## config.mk

```make
export PLATFORM = sky130hd
export DESIGN_NAME = board_io_top
export DESIGN_NICKNAME = d
export VERILOG_FILES = /design/src/rtl/board_io_pkg.sv /design/src/rtl/switch_debouncer.sv /design/src/rtl/io_register_bank.sv /design/src/rtl/seven_segment_driver.sv /design/src/rtl/board_io_top.sv
export SDC_FILE = /design/constraint.sdc
export NUM_CORES = 1
export LEC_CHECK = 0
export BUFFER_PORTS_ARGS = -buffer_cell sky130_fd_sc_hd__buf_2
export CORE_ASPECT_RATIO = 1.4
export CORE_MARGIN = 2
export CORE_UTILIZATION = 54
export CTS_BUF_LIST = sky130_fd_sc_hd__clkbuf_16
export DETAILED_ROUTE_END_ITERATION = 8
export PLACE_DENSITY_LB_ADDON = 0.08
export SYNTH_ARGS = -nofsm -noshare
export SYNTH_HDL_FRONTEND = slang
export SYNTH_SLANG_ARGS = --single-unit
```

## constraint.sdc

```tcl
create_clock -name clk -period 1.96 [get_ports clk]
set_input_delay 0.392 -clock clk [delete_from_list [all_inputs] [get_ports clk]]
set_output_delay 0.392 -clock clk [all_outputs]
set_load 0.005 [all_outputs]
```

## src/rtl/board_io_pkg.sv

```systemverilog
package board_io_pkg;

    localparam int bus_width       = 32;
    localparam int switch_width    = 10;
    localparam int button_width    = 4;
    localparam int input_width     = switch_width + button_width;
    localparam int red_led_width   = 18;
    localparam int green_led_width = 9;
    localparam int nibble_width    = 4;
    localparam int segment_width   = 7;

    // stable synchronized cycles before a new level is accepted
    localparam int debounce_cycles      = 8;
    localparam int debounce_count_width = $clog2(debounce_cycles);

    localparam logic [bus_width-1:0] addr_switches   = 32'h0000_0000;
    localparam logic [bus_width-1:0] addr_buttons    = 32'h0000_0004;
    localparam logic [bus_width-1:0] addr_red_leds   = 32'h0000_0008;
    localparam logic [bus_width-1:0] addr_green_leds = 32'h0000_000c;

    typedef struct packed {
        logic [switch_width-1:0] switches;
        logic [button_width-1:0] buttons;    // 1 = pressed
    } io_inputs_t;

    typedef struct packed {
        logic [bus_width-1:0] addr;
        logic [bus_width-1:0] wdata;
        logic                 write;
    } bus_req_t;

    typedef struct packed {
        logic [red_led_width-1:0]   red_leds;
        logic [green_led_width-1:0] green_leds;
    } io_outputs_t;

    typedef struct packed {
        logic [nibble_width-1:0] hex5;
        logic [nibble_width-1:0] hex4;
        logic [nibble_width-1:0] hex3;
        logic [nibble_width-1:0] hex2;
        logic [nibble_width-1:0] hex1;
        logic [nibble_width-1:0] hex0;
    } hex_digits_t;

    // active-low segments, segment a in bit 0
    typedef struct packed {
        logic [segment_width-1:0] hex5;
        logic [segment_width-1:0] hex4;
        logic [segment_width-1:0] hex3;
        logic [segment_width-1:0] hex2;
        logic [segment_width-1:0] hex1;
        logic [segment_width-1:0] hex0;
    } hex_display_t;

    localparam hex_display_t hex_display_zero = {6{7'b100_0000}};    // "0" on every digit

endpackage

```

## src/rtl/switch_debouncer.sv

```systemverilog
module switch_debouncer (
    input  logic                                  clk,
    input  logic                                  reset,
    input  logic [board_io_pkg::switch_width-1:0] sw,
    input  logic [board_io_pkg::button_width-1:0] key,
    output board_io_pkg::io_inputs_t              inputs
);

    import board_io_pkg::*;

    logic [input_width-1:0]          raw;
    logic [input_width-1:0]          sync_meta;
    logic [input_width-1:0]          sync_q;
    logic [input_width-1:0]          stable;
    logic [debounce_count_width-1:0] count [input_width];

    assign raw = {sw, ~key};    // keys are active low on the board

    // two-flop synchronizer
    always_ff @(posedge clk) begin
        if (reset) begin
            sync_meta <= '0;
            sync_q    <= '0;
        end else begin
            sync_meta <= raw;
            sync_q    <= sync_meta;
        end
    end

    // A bit changes only after it has differed from the accepted level
    // for debounce_cycles consecutive synchronized samples.
    always_ff @(posedge clk) begin
        if (reset) begin
            stable <= '0;    // released
            for (int i = 0; i < input_width; i++) begin
                count[i] <= '0;
            end
        end else begin
            for (int i = 0; i < input_width; i++) begin
                if (sync_q[i] == stable[i]) begin
                    count[i] <= '0;    // glitch over, start again
                end else if (count[i] == debounce_count_width'(debounce_cycles - 1)) begin
                    stable[i] <= sync_q[i];
                    count[i]  <= '0;
                end else begin
                    count[i] <= count[i] + 1'b1;
                end
            end
        end
    end

    assign inputs = io_inputs_t'(stable);

endmodule

```

## src/rtl/io_register_bank.sv

```systemverilog
module io_register_bank (
    input  logic                               clk,
    input  logic                               reset,
    input  board_io_pkg::io_inputs_t           inputs,
    input  board_io_pkg::bus_req_t             bus_req,
    output logic [board_io_pkg::bus_width-1:0] rdata,
    output board_io_pkg::io_outputs_t          leds,
    output board_io_pkg::hex_digits_t          digits
);

    import board_io_pkg::*;

    logic                    sel_switches;
    logic                    sel_buttons;
    logic                    sel_red;
    logic                    sel_green;
    logic                    write_red;
    logic                    write_green;
    logic [bus_width-1:0]    read_word;
    logic [nibble_width-1:0] addr_top;

    // full address decode
    assign sel_switches = (bus_req.addr == addr_switches);
    assign sel_buttons  = (bus_req.addr == addr_buttons);
    assign sel_red      = (bus_req.addr == addr_red_leds);
    assign sel_green    = (bus_req.addr == addr_green_leds);

    // switches and buttons are read only
    assign write_red   = bus_req.write && sel_red;
    assign write_green = bus_req.write && sel_green;

    always_comb begin
        read_word = '0;    // unmapped reads
        if (sel_switches) begin
            read_word = bus_width'(inputs.switches);
        end else if (sel_buttons) begin
            read_word = bus_width'(inputs.buttons);
        end else if (sel_red) begin
            read_word = bus_width'(leds.red_leds);
        end else if (sel_green) begin
            read_word = bus_width'(leds.green_leds);
        end
    end

    always_ff @(posedge clk) begin
        if (reset) begin
            leds     <= '0;
            addr_top <= '0;
            rdata    <= '0;
        end else begin
            addr_top <= bus_req.addr[bus_width-1 -: nibble_width];    // shown on hex5
            rdata    <= read_word;
            if (write_red) begin
                leds.red_leds <= bus_req.wdata[red_led_width-1:0];
            end
            if (write_green) begin
                leds.green_leds <= bus_req.wdata[green_led_width-1:0];
            end
        end
    end

    // same digit wiring as the board top
    assign digits.hex0 = leds.red_leds[3:0];
    assign digits.hex1 = leds.red_leds[7:4];
    assign digits.hex2 = leds.red_leds[11:8];
    assign digits.hex3 = leds.red_leds[15:12];
    assign digits.hex4 = {2'b00, leds.red_leds[red_led_width-1:16]};
    assign digits.hex5 = addr_top;

endmodule

```

## src/rtl/seven_segment_driver.sv

```systemverilog
module seven_segment_driver (
    input  logic                       clk,
    input  logic                       reset,
    input  board_io_pkg::hex_digits_t  digits,
    output board_io_pkg::hex_display_t hex
);

    import board_io_pkg::*;

    hex_display_t next_hex;

    // active low, bit order gfedcba
    function automatic logic [segment_width-1:0] hex_to_segments(
        input logic [nibble_width-1:0] nibble
    );
        logic [segment_width-1:0] seg;
        case (nibble)
            4'h0:    seg = 7'b100_0000;
            4'h1:    seg = 7'b111_1001;
            4'h2:    seg = 7'b010_0100;
            4'h3:    seg = 7'b011_0000;
            4'h4:    seg = 7'b001_1001;
            4'h5:    seg = 7'b001_0010;
            4'h6:    seg = 7'b000_0010;
            4'h7:    seg = 7'b111_1000;
            4'h8:    seg = 7'b000_0000;
            4'h9:    seg = 7'b001_0000;
            4'ha:    seg = 7'b000_1000;
            4'hb:    seg = 7'b000_0011;    // lower case b
            4'hc:    seg = 7'b100_0110;
            4'hd:    seg = 7'b010_0001;    // lower case d
            4'he:    seg = 7'b000_0110;
            default: seg = 7'b000_1110;    // F
        endcase
        return seg;
    endfunction

    always_comb begin
        next_hex.hex0 = hex_to_segments(digits.hex0);
        next_hex.hex1 = hex_to_segments(digits.hex1);
        next_hex.hex2 = hex_to_segments(digits.hex2);
        next_hex.hex3 = hex_to_segments(digits.hex3);
        next_hex.hex4 = hex_to_segments(digits.hex4);
        next_hex.hex5 = hex_to_segments(digits.hex5);
    end

    always_ff @(posedge clk) begin
        if (reset) begin
            hex <= hex_display_zero;
        end else begin
            hex <= next_hex;
        end
    end

endmodule

```

## src/rtl/board_io_top.sv

```systemverilog
module board_io_top (
    input  logic                                     clk,
    input  logic                                     reset,
    input  logic [board_io_pkg::switch_width-1:0]    sw,
    input  logic [board_io_pkg::button_width-1:0]    key,
    input  board_io_pkg::bus_req_t                   bus_req,
    output logic [board_io_pkg::bus_width-1:0]       rdata,
    output logic [board_io_pkg::green_led_width-1:0] ledr,
    output logic [board_io_pkg::red_led_width-1:0]   red_leds,
    output board_io_pkg::hex_display_t               hex
);

    import board_io_pkg::*;

    io_inputs_t  inputs;
    io_outputs_t leds;
    hex_digits_t digits;

    switch_debouncer u_debouncer (
        .clk    ( clk    ),
        .reset  ( reset  ),
        .sw     ( sw     ),
        .key    ( key    ),
        .inputs ( inputs )
    );

    io_register_bank u_registers (
        .clk     ( clk     ),
        .reset   ( reset   ),
        .inputs  ( inputs  ),
        .bus_req ( bus_req ),
        .rdata   ( rdata   ),
        .leds    ( leds    ),
        .digits  ( digits  )
    );

    seven_segment_driver u_display (
        .clk    ( clk    ),
        .reset  ( reset  ),
        .digits ( digits ),
        .hex    ( hex    )
    );

    assign ledr     = leds.green_leds;
    assign red_leds = leds.red_leds;

endmodule

```

==> results of run 1 <==
kinds of logic after synthesis:
logic type / synth area share (%)
adder cells (fa/ha/maj): 9.361
flip-flops: 50.10
multiplexers: 7.553
AO/OA/AOI/OAI: 5.746
XOR/XNOR: 1.582
buffers and inverters: 6.310
other: 0.09687
AND/OR/NAND/NOR: 19.25
flip-flops by register name, summed over array words and instances (netlist names):
signal	cells
u_debouncer.count	42
u_debouncer.inputs	14
u_debouncer.sync_meta	14
u_debouncer.sync_q	14
u_display.hex	40
u_registers.addr_top	4
u_registers.digits	18
u_registers.leds	9
u_registers.rdata	18
worst paths after layout:
kind	end	cells past startpoint	start
worst min-delay path	u_debouncer.sync_meta[3]	2	key[3]
worst min register to register	u_debouncer.sync_q[3]	1	u_debouncer.sync_meta[3]
worst max-delay path	u_registers.digits[6]	7	bus_req[52]
worst max register to register	u_display.hex[8]	5	u_registers.digits[4]
final cells by class:
type | count | share of cell area (%)
flip-flops and latches | 173 | 41.54
multi-input cells | 523 | 38.50
repair buffers | 170 | 10.14
clock buffers | 18 | 4.817
well taps | 185 | 2.476
clock inverters | 14 | 1.780
inverters | 18 | 0.7226
diodes | 1 | 0.02676
metal layers:
layer / global-route usage [%] / wire [um] / vias to the layer above
li1: - / - / 2756
met1: 23.54 / 6396 / 2559
met2: 37.32 / 7896 / 146
met3: 5.598 / 854 / 31
met4: 8.800 / 423 / 2
met5: 0 / 13 / -
worst max-delay path: cells and delay by family:
family | cells | cell delay, ns
buffers and inverters | 3 | 0.57
muxes | 1 | 0.21
and+or+nand+nor | 3 | 0.89
metrics by stage:
stage	hold slack [ns]	util [%]	setup WS (ns)
6_report	0.1112	66.91	0.2490
5_1_grt	0.1133	66.89	0.1474
4_1_cts	0.09494	66.89	0.2465
3_5_place_dp	0.4212	62.48	-0.1632
3_3_place_gp	0.4219	62.48	-0.06074
2_1_floorplan	0.4138	-	0.2576
layout by cell type (no fill, tap or decap), types with 5 or more instances in the layout:
cell | synthesis | layout
nor2_1 | 73 | 73
conb_1 | 2 | 57
dfxtp_1 | 131 | 131
nand2b_1 | 60 | 60
ha_1 | 58 | 58
inv_1 | 18 | 18
edfxtp_1 | 42 | 42
clkbuf_16 | 0 | 18
a21oi_1 | 23 | 23
buf_4 | 34 | 15
o21ai_0 | 13 | 13
a311oi_1 | 8 | 8
nor4_1 | 16 | 16
a211oi_1 | 10 | 10
buf_2 | 3 | 151
xnor2_1 | 14 | 14
nor2b_1 | 37 | 37
nand2_1 | 24 | 24
and2_1 | 28 | 28
mux2i_1 | 45 | 45
nor4_2 | 6 | 5
nor3_1 | 20 | 19
a22oi_1 | 5 | 5
power groups by stage:
stage          combinational [W]  clock [W]  sequential [W]
4_1_cts                 0.000348    0.00351         0.00378
5_1_grt                 0.000395    0.00367         0.00378
3_3_place_gp            0.000333          0         0.00385
6_report                0.000348    0.00345         0.00378
3_5_place_dp            0.000347          0         0.00386
2_1_floorplan           0.000225          0         0.00384
==> flow_summary.ini, run 1 <==
[status]
run_status = complete, no violations

[worst_setup_path]
cp-start-kind = input pin
cp-end-kind = flip-flop
crit_chain = buf_2 -> nor4_1 -> nand4_1 -> buf_4 -> nor4_4 -> buf_4 -> mux2i_1
crit_fanout = 8
crit_path_top_delay_cell = nor4_1
critPathRequiredTime_ns = 2.31
reg2reg_setup_slack_ns = 0.41
cpPeakStageDelay_ns = 0.40
worstPathArrival_ns = 2.06
path_common_cell = buf_4
worst-setup-path-type = in -> reg

[floorplan]
initial_utilization_pct = 55.47
core_sq_um = 13970
die_w_um = 105.3
dieArea_sq_um = 15340
ios = 182
die_y_um = 145.8
num_rows = 51

[final_layout]
layout.nets = 1042
final_cells = 1102
fillers = 1113
final_area_sq_um = 9350
syn_to_final_growth_pct = 20.61
register_area_sq_um = 3884
multi_input_area_sq_um = 3600
drive_gt1_share_pct = 23.80

[sta]
rsz0062_at_grt = no
timing.final.crit_share_pct = 87.30
fin_tns_setup_ns = 0
maxSlewViolCount = 0
fmax_ghz = 0.5844
finalHoldViolCount = 0
setup_viol = 0
worst_slew_pin_slew_ns = 0.5495
skew_ns = 0.006877
slew_headroom_pct = 63.32
post-route-min-period_ns = 1.711

[detailed_routing]
vias = 5494
drt_iter0_drc = 185
routed_wl_mm = 15.58
drc = 0
viasPerCell = 4.985
dr.pass1.iters = 4
drt.antenna.violating_nets = 0
wl_per_cell_um = 14.14

[pwr]
switching_share_pct = 21.15
seqPwrFrac_pct = 49.8
combPwrFrac_pct = 4.6
p_total_w = 0.007579
clockPowerShare_pct = 45.6
powerDensity_nw_per_um2 = 810.6
p_sw_w = 0.001603
p_int_w = 0.005976
leakage_nw = 4.046
vdd_drop_max_v = 0.0005815

[place]
gp_congestion = 0.8712
place_inst = 1069
dp_hpwl_mm = 11.66
placed_cell_area_sq_um = 8731
numPortBuffers = 152

[global_routing]
overflow = 0
grt_pass1_wl_mm = 25.99
grt_pass1_vias = 5501
grt_max_degree = 46
grtUsageTotal_pct = 21.03
antenna_found_initial = 1

[yosys]
synth.most_common_cell = dfxtp_1
yosysWarnings = 0
synth.top_cell.area_share_pct = 33.83
synthTopCellsByArea = dfxtp_1 (34%), edfxtp_1 (16%), ha_1 (9.4%)
synth.avg_cell_area_sq_um = 10.62
synth_seq_cells = 173
postSynth.asyncResetShare_pct = 0
synthFlopType = dfxtp_1
synthTopCellsByCount = dfxtp_1 (131), nor2_1 (73), nand2b_1 (60)
syn_inst = 730
syn_area_sq_um = 7752
synth_area_leader_cell = dfxtp_1
synth-edff-count = 42
synth.distinct_cells = 41
yosysSeqAreaShare_pct = 50.10

[run]
cap_violations = 0

[clocking]
clkSinkCount = 173
cts_resized = 0
cts_inserted_buffers = 17
cts_hold_buf = 0
htree_levels = 4
post_cts_buffers = 0
clk_path_buf_depth = 2
root_buffer = clkbuf_16
clk_latency_ns = 0.43
clkSlewWorstSetupHoldPaths_ns = 0.06
cts_tree = done

[min_path]
worst_hold_path_type = in -> reg
Note: power is estimated with default switching activity, not from simulation.
==> run 2: changes to the inputs <==
CORE_MARGIN = unset   (was 2)
SETUP_SLACK_MARGIN = 0.05   (was unset)
==> run 2 against run 1 <==
Effect of this change: critical endpoint is now red_leds[3]; combinational power shrank 2%; clock power is 1% lower; die area shrank 3.2%; design area fell by 0.66%; sequential share of layout area grew 0.27 points; clock skew barely moved; utilization down 0.44 points; via count grew 0.76%; count of clock-buffer cells in the layout decreased by 1; largest cell class unchanged; largest power group unchanged; critical path depth shrank 6; register-to-register slack lost 0.03 ns; sequential power about the same.
==> flow_summary.ini, run 2 (synthesis results as in run 1) <==
[final_layout]
layout_common_cells = buf_2 (151), dfxtp_1 (131), nor2_1 (73), nand2b_1 (60), ha_1 (58)
largest-register = u_debouncer.count
layout.nets = 1040
syn_to_final_growth_pct = 19.82
drive_gt1_share_pct = 23.41
final_common_cell = buf_2
finish.utilization_pct = 66.47
largest_reg_flops = 42
reg.largest.list = u_debouncer.count x42, u_display.hex x40

[place]
gp_congestion = 0.8468
dp_hpwl_mm = 11.32
numPortBuffers = 152

[floorplan]
die_y_um = 143.8
num_rows = 51
ios = 182
die_w_um = 103.3
core_sq_um = 13970
initial_utilization_pct = 55.47
dieArea_sq_um = 14850

[global_routing]
grtUsageTotal_pct = 21.78
overflow = 0
grt_max_degree = 45
grt_pass1_wl_mm = 24.92
grt_pass1_vias = 5333
antenna_found_initial = 1

[worst_setup_path]
worstSetupEndpoint = red_leds[3]
cpPeakStageDelay_ns = 0.67
rr_endpoint = u_display.hex[8]
cp-end-kind = output port
cpLargestDelayFamily = flip-flops
cp-start-kind = flip-flop
critPathRequiredTime_ns = 1.57
path_buf_inv = 1
crit_chain = buf_2
crit_start = u_registers.digits[3]
reg2reg_setup_slack_ns = 0.38
reg2regPathDepth = 5
worstPathArrival_ns = 1.30
cp.depth = 1
rr_startpoint = u_registers.digits[4]
crit_fanout = 19
crit_path_top_delay_cell = dfxtp_1
worst-setup-path-type = reg -> out

[pwr]
p_total_w = 0.007516
leakage_nw = 4.024
switching_share_pct = 21.51
p_sw_w = 0.001617
p_int_w = 0.005899
powerDensity_nw_per_um2 = 809.1
vdd_drop_max_v = 0.0005042
clockPowerShare_pct = 45.2
combPwrFrac_pct = 4.5
seqPwrFrac_pct = 50.3

[min_path]
hold_path_depth = 2
worst_hold_path_type = in -> reg

[clocking]
clkSinkCount = 173
htree_levels = 4
clk_latency_ns = 0.41
clkSlewWorstSetupHoldPaths_ns = 0.06
cts_hold_buf = 0
cts_resized = 0
cts_tree = done
cts_inserted_buffers = 17
root_buffer = clkbuf_16
clk_path_buf_depth = 2
post_cts_buffers = 0

[detailed_routing]
drt_iter0_drc = 199
drt.antenna.violating_nets = 0
drc = 0
vias = 5536
dr.pass1.iters = 5
wl_per_cell_um = 14.09
routed_wl_mm = 15.50
viasPerCell = 5.033

[run]
cap_violations = 0

[sta]
setup_viol = 0
skew_ns = 0.006950
worst_slew_pin_slew_ns = 0.5575
maxSlewViolCount = 0
slew_headroom_pct = 62.78
timing.final.crit_share_pct = 86.31
post-route-min-period_ns = 1.692
fmax_ghz = 0.5911
finalHoldViolCount = 0
rsz0062_at_grt = no
whs_ns = 0.1203

[status]
run_status = complete, no violations
-- run 2: cell type report --
cell class,instances,area [sq um]
Antenna cell,1,2.502
Clock buffer,17,425.4
Clock inverter,15,170.2
Fill cell,1119,4686
Inverter,18,67.56
Multi-Input combinational cell,523,3600
Sequential cell,173,3884
Tap cell,185,231.5
Timing Repair Buffer,168,908.4
-- run 2: per-stage QoR --
step,setup slack (ns),instance area [sq um],cells,setup TNS [ns]
after global routing,0.1338,9289,1100,0
after global placement,-0.02562,8691,1067,-0.1297
after detailed placement,-0.1171,8691,1067,-1.595
after CTS,0.2455,9286,1099,0
final,0.2683,9289,1100,0
after floorplan,0.2576,7959,785,0
-- run 2: metal layers --
metal  wire (um)  part of all wire (%)  vias to the layer above  track usage, %
li1            -                     -                     2748               -
met1        6239                    40                     2606           24.55
met2        8123                    52                      152           38.84
met3         825                   5.3                       30           5.058
met4         310                   2.0                        0           9.044
met5           0                     0                        -               0
-- run 2: how the worst min path moves through the flow --
stage                                    startpoint                        to  slack, ns
after floorplan            u_debouncer.sync_meta[0]     u_debouncer.sync_q[0]       0.41
after global placement    u_debouncer.sync_meta[11]    u_debouncer.sync_q[11]       0.42
after detailed placement     u_registers.digits[16]         u_display.hex[30]       0.42
after CTS                                    key[3]  u_debouncer.sync_meta[3]       0.10
after global routing                         key[3]  u_debouncer.sync_meta[3]       0.11
final                                        key[3]  u_debouncer.sync_meta[3]       0.12
-- run 2: power by group through the flow --
stage	Sequential (W)	Clock (W)	Combinational [W]
floorplan	0.00384	0	0.000225
global route	0.00378	0.00362	0.000389
global placement	0.00385	0	0.000326
CTS	0.00378	0.00346	0.000342
detailed placement	0.00386	0	0.000338
finish	0.00378	0.00340	0.000340
-- run 2: worst register-to-register path, delay by kind of cell, from the launching register on --
| kind | cells | cell delay [ns] |
|---|---|---|
| flops | 1 | 0.46 |
| fa+ha+maj | 1 | 0.34 |
| mux | 1 | 0.26 |
| buf+inv | 1 | 0.19 |
| compound gates | 1 | 0.16 |
| simple gates | 1 | 0.06 |
==> run 3: changes to the inputs <==
CORE_UTILIZATION = 49   (was 54)
clock period = 1.5 ns   (was 1.96 ns; I/O delays follow)
==> run 3 against run 2 <==
Effect of this change: register-to-register slack worse by 0.26 ns; non-clock buffer count rose by 20; die area grew 10%; first-iteration DRC count rose by 3.0%; design area grew 3.3%; largest power group unchanged; highest routed layer unchanged.
==> flow_summary.ini, run 3 (synthesis results as in run 1) <==
[final_layout]
fillers = 1353
layout_common_cells = buf_2 (151), dfxtp_1 (123), nor2_1 (73), nand2b_1 (60), ha_1 (58)
finish.utilization_pct = 61.73
final_common_cell = buf_2
num_antenna_cells = 0
largest_reg_flops = 42
syn_to_final_growth_pct = 23.74
drive_gt1_share_pct = 27.52
reg.largest.list = u_debouncer.count x42, u_display.hex x40
largest-register = u_debouncer.count
layout.nets = 1060

[sta]
whs_ns = 0.02070
maxSlewViolCount = 0
rsz0062_at_grt = yes
post-route-min-period_ns = 1.389
fmax_ghz = 0.7198
timing.final.crit_share_pct = 92.61
worst_slack_ns = 0.1108
setup_viol = 0
fin_tns_setup_ns = 0
skew_ns = 0.005347
finalHoldViolCount = 0

[worst_setup_path]
critPathRequiredTime_ns = 1.20
reg2regPathDepth = 4
reg2reg_setup_slack_ns = 0.12
crit_fanout = 4
worstPathArrival_ns = 1.09
crit_path_top_delay_cell = dfxtp_1
cp.depth = 2
crit_chain = buf_4 -> buf_2
cp-start-kind = flip-flop
path_buf_inv = 2
worst-setup-path-type = reg -> out
cp-end-kind = output port
cpLargestDelayFamily = flip-flops
cpPeakStageDelay_ns = 0.40

[clocking]
clk_latency_ns = 0.43
htree_levels = 4
root_buffer = clkbuf_16
cts_inserted_buffers = 17
clk_path_buf_depth = 2
clkSlewWorstSetupHoldPaths_ns = 0.07
clkSinkCount = 173
cts_tree = done

[place]
gp_congestion = 0.8437
dpl_worst_slack_ns = -0.3048
dp_hpwl_mm = 12.01
numPortBuffers = 152

[floorplan]
initial_utilization_pct = 49.89
num_rows = 54
die_w_um = 108.3
die_y_um = 150.8
dieArea_sq_um = 16340
core_sq_um = 15540
ios = 182

[global_routing]
grt_max_degree = 30
grtUsageTotal_pct = 20.54
grt_pass1_wl_mm = 25.72
grt_pass1_vias = 5600
antenna_found_initial = 0
overflow = 0

[run]
cap_violations = 0

[detailed_routing]
wl_per_cell_um = 13.95
drt_iter0_drc = 205
routed_wl_mm = 15.76
viasPerCell = 4.933
vias = 5574
drt.antenna.violating_nets = 0
drc = 0
dr.pass1.iters = 4

[pwr]
combPwrFrac_pct = 4.9
seqPwrFrac_pct = 49.9
clockPowerShare_pct = 45.2
vdd_drop_max_v = 0.0006652
switching_share_pct = 22.19
p_int_w = 0.007687
leakage_nw = 4.159
p_sw_w = 0.002192
powerDensity_nw_per_um2 = 1030
p_total_w = 0.009879

[status]
run_status = complete, no violations

[min_path]
hold_path_depth = 2
worst_hold_path_type = in -> reg
## run 3: path summary, 6_finish.rpt
path,from,endpoint
worst max-delay path,u_registers.digits[9],red_leds[9]
worst min-delay path,key[2],u_debouncer.sync_meta[2]
worst max register to register,u_debouncer.count[0][6],u_debouncer.count[0][7]
worst min register to register,u_registers.digits[17],u_display.hex[31]
## run 3: area by class of cell
type                       instances  area (sq um)  share of cell area (%)
sequential                       173          3899                   40.64
multi-input combinational        523          3686                   38.42
timing repair buffer             188          1087                   11.33
clock buffer                      18         450.4                   4.695
tap                              196         245.2                   2.556
clock inverter                    14         157.7                   1.643
inverter                          18         67.56                  0.7043
## run 3: what timing repair did
action / CTS / global route
hold buffers: 0 / 0
endpoints found under the setup margin: 7 / 23
setup buffers: 0 / 1
resized for setup: 9 / 11
## run 3: metrics by stage
| stage | instance area, sq um | instances |
|---|---|---|
| 2_1_floorplan | 8015 | 785 |
| 3_3_place_gp | 8917 | 1097 |
| 3_5_place_dp | 8917 | 1097 |
| 4_1_cts | 9540 | 1129 |
| 5_1_grt | 9593 | 1130 |
| 6_report | 9593 | 1130 |
## run 3: routing by layer
| metal | vias to the layer above | track usage [%] | share of wire [%] |
|---|---|---|---|
| li1 | 2789 | - | - |
| met1 | 2606 | 22.97 | 41 |
| met2 | 160 | 36.97 | 52 |
| met3 | 19 | 5.422 | 6.1 |
| met4 | 0 | 7.703 | 1.7 |
| met5 | - | 0 | 0 |
## run 3: power by group through the flow
stage / clock [W] / sequential, W / combinational (W)
floorplan: 0 / 0.00502 / 0.000299
global placement: 0 / 0.00503 / 0.000461
detailed placement: 0 / 0.00504 / 0.000475
CTS: 0.00459 / 0.00493 / 0.000479
global route: 0.00477 / 0.00494 / 0.000546
finish: 0.00447 / 0.00493 / 0.000482
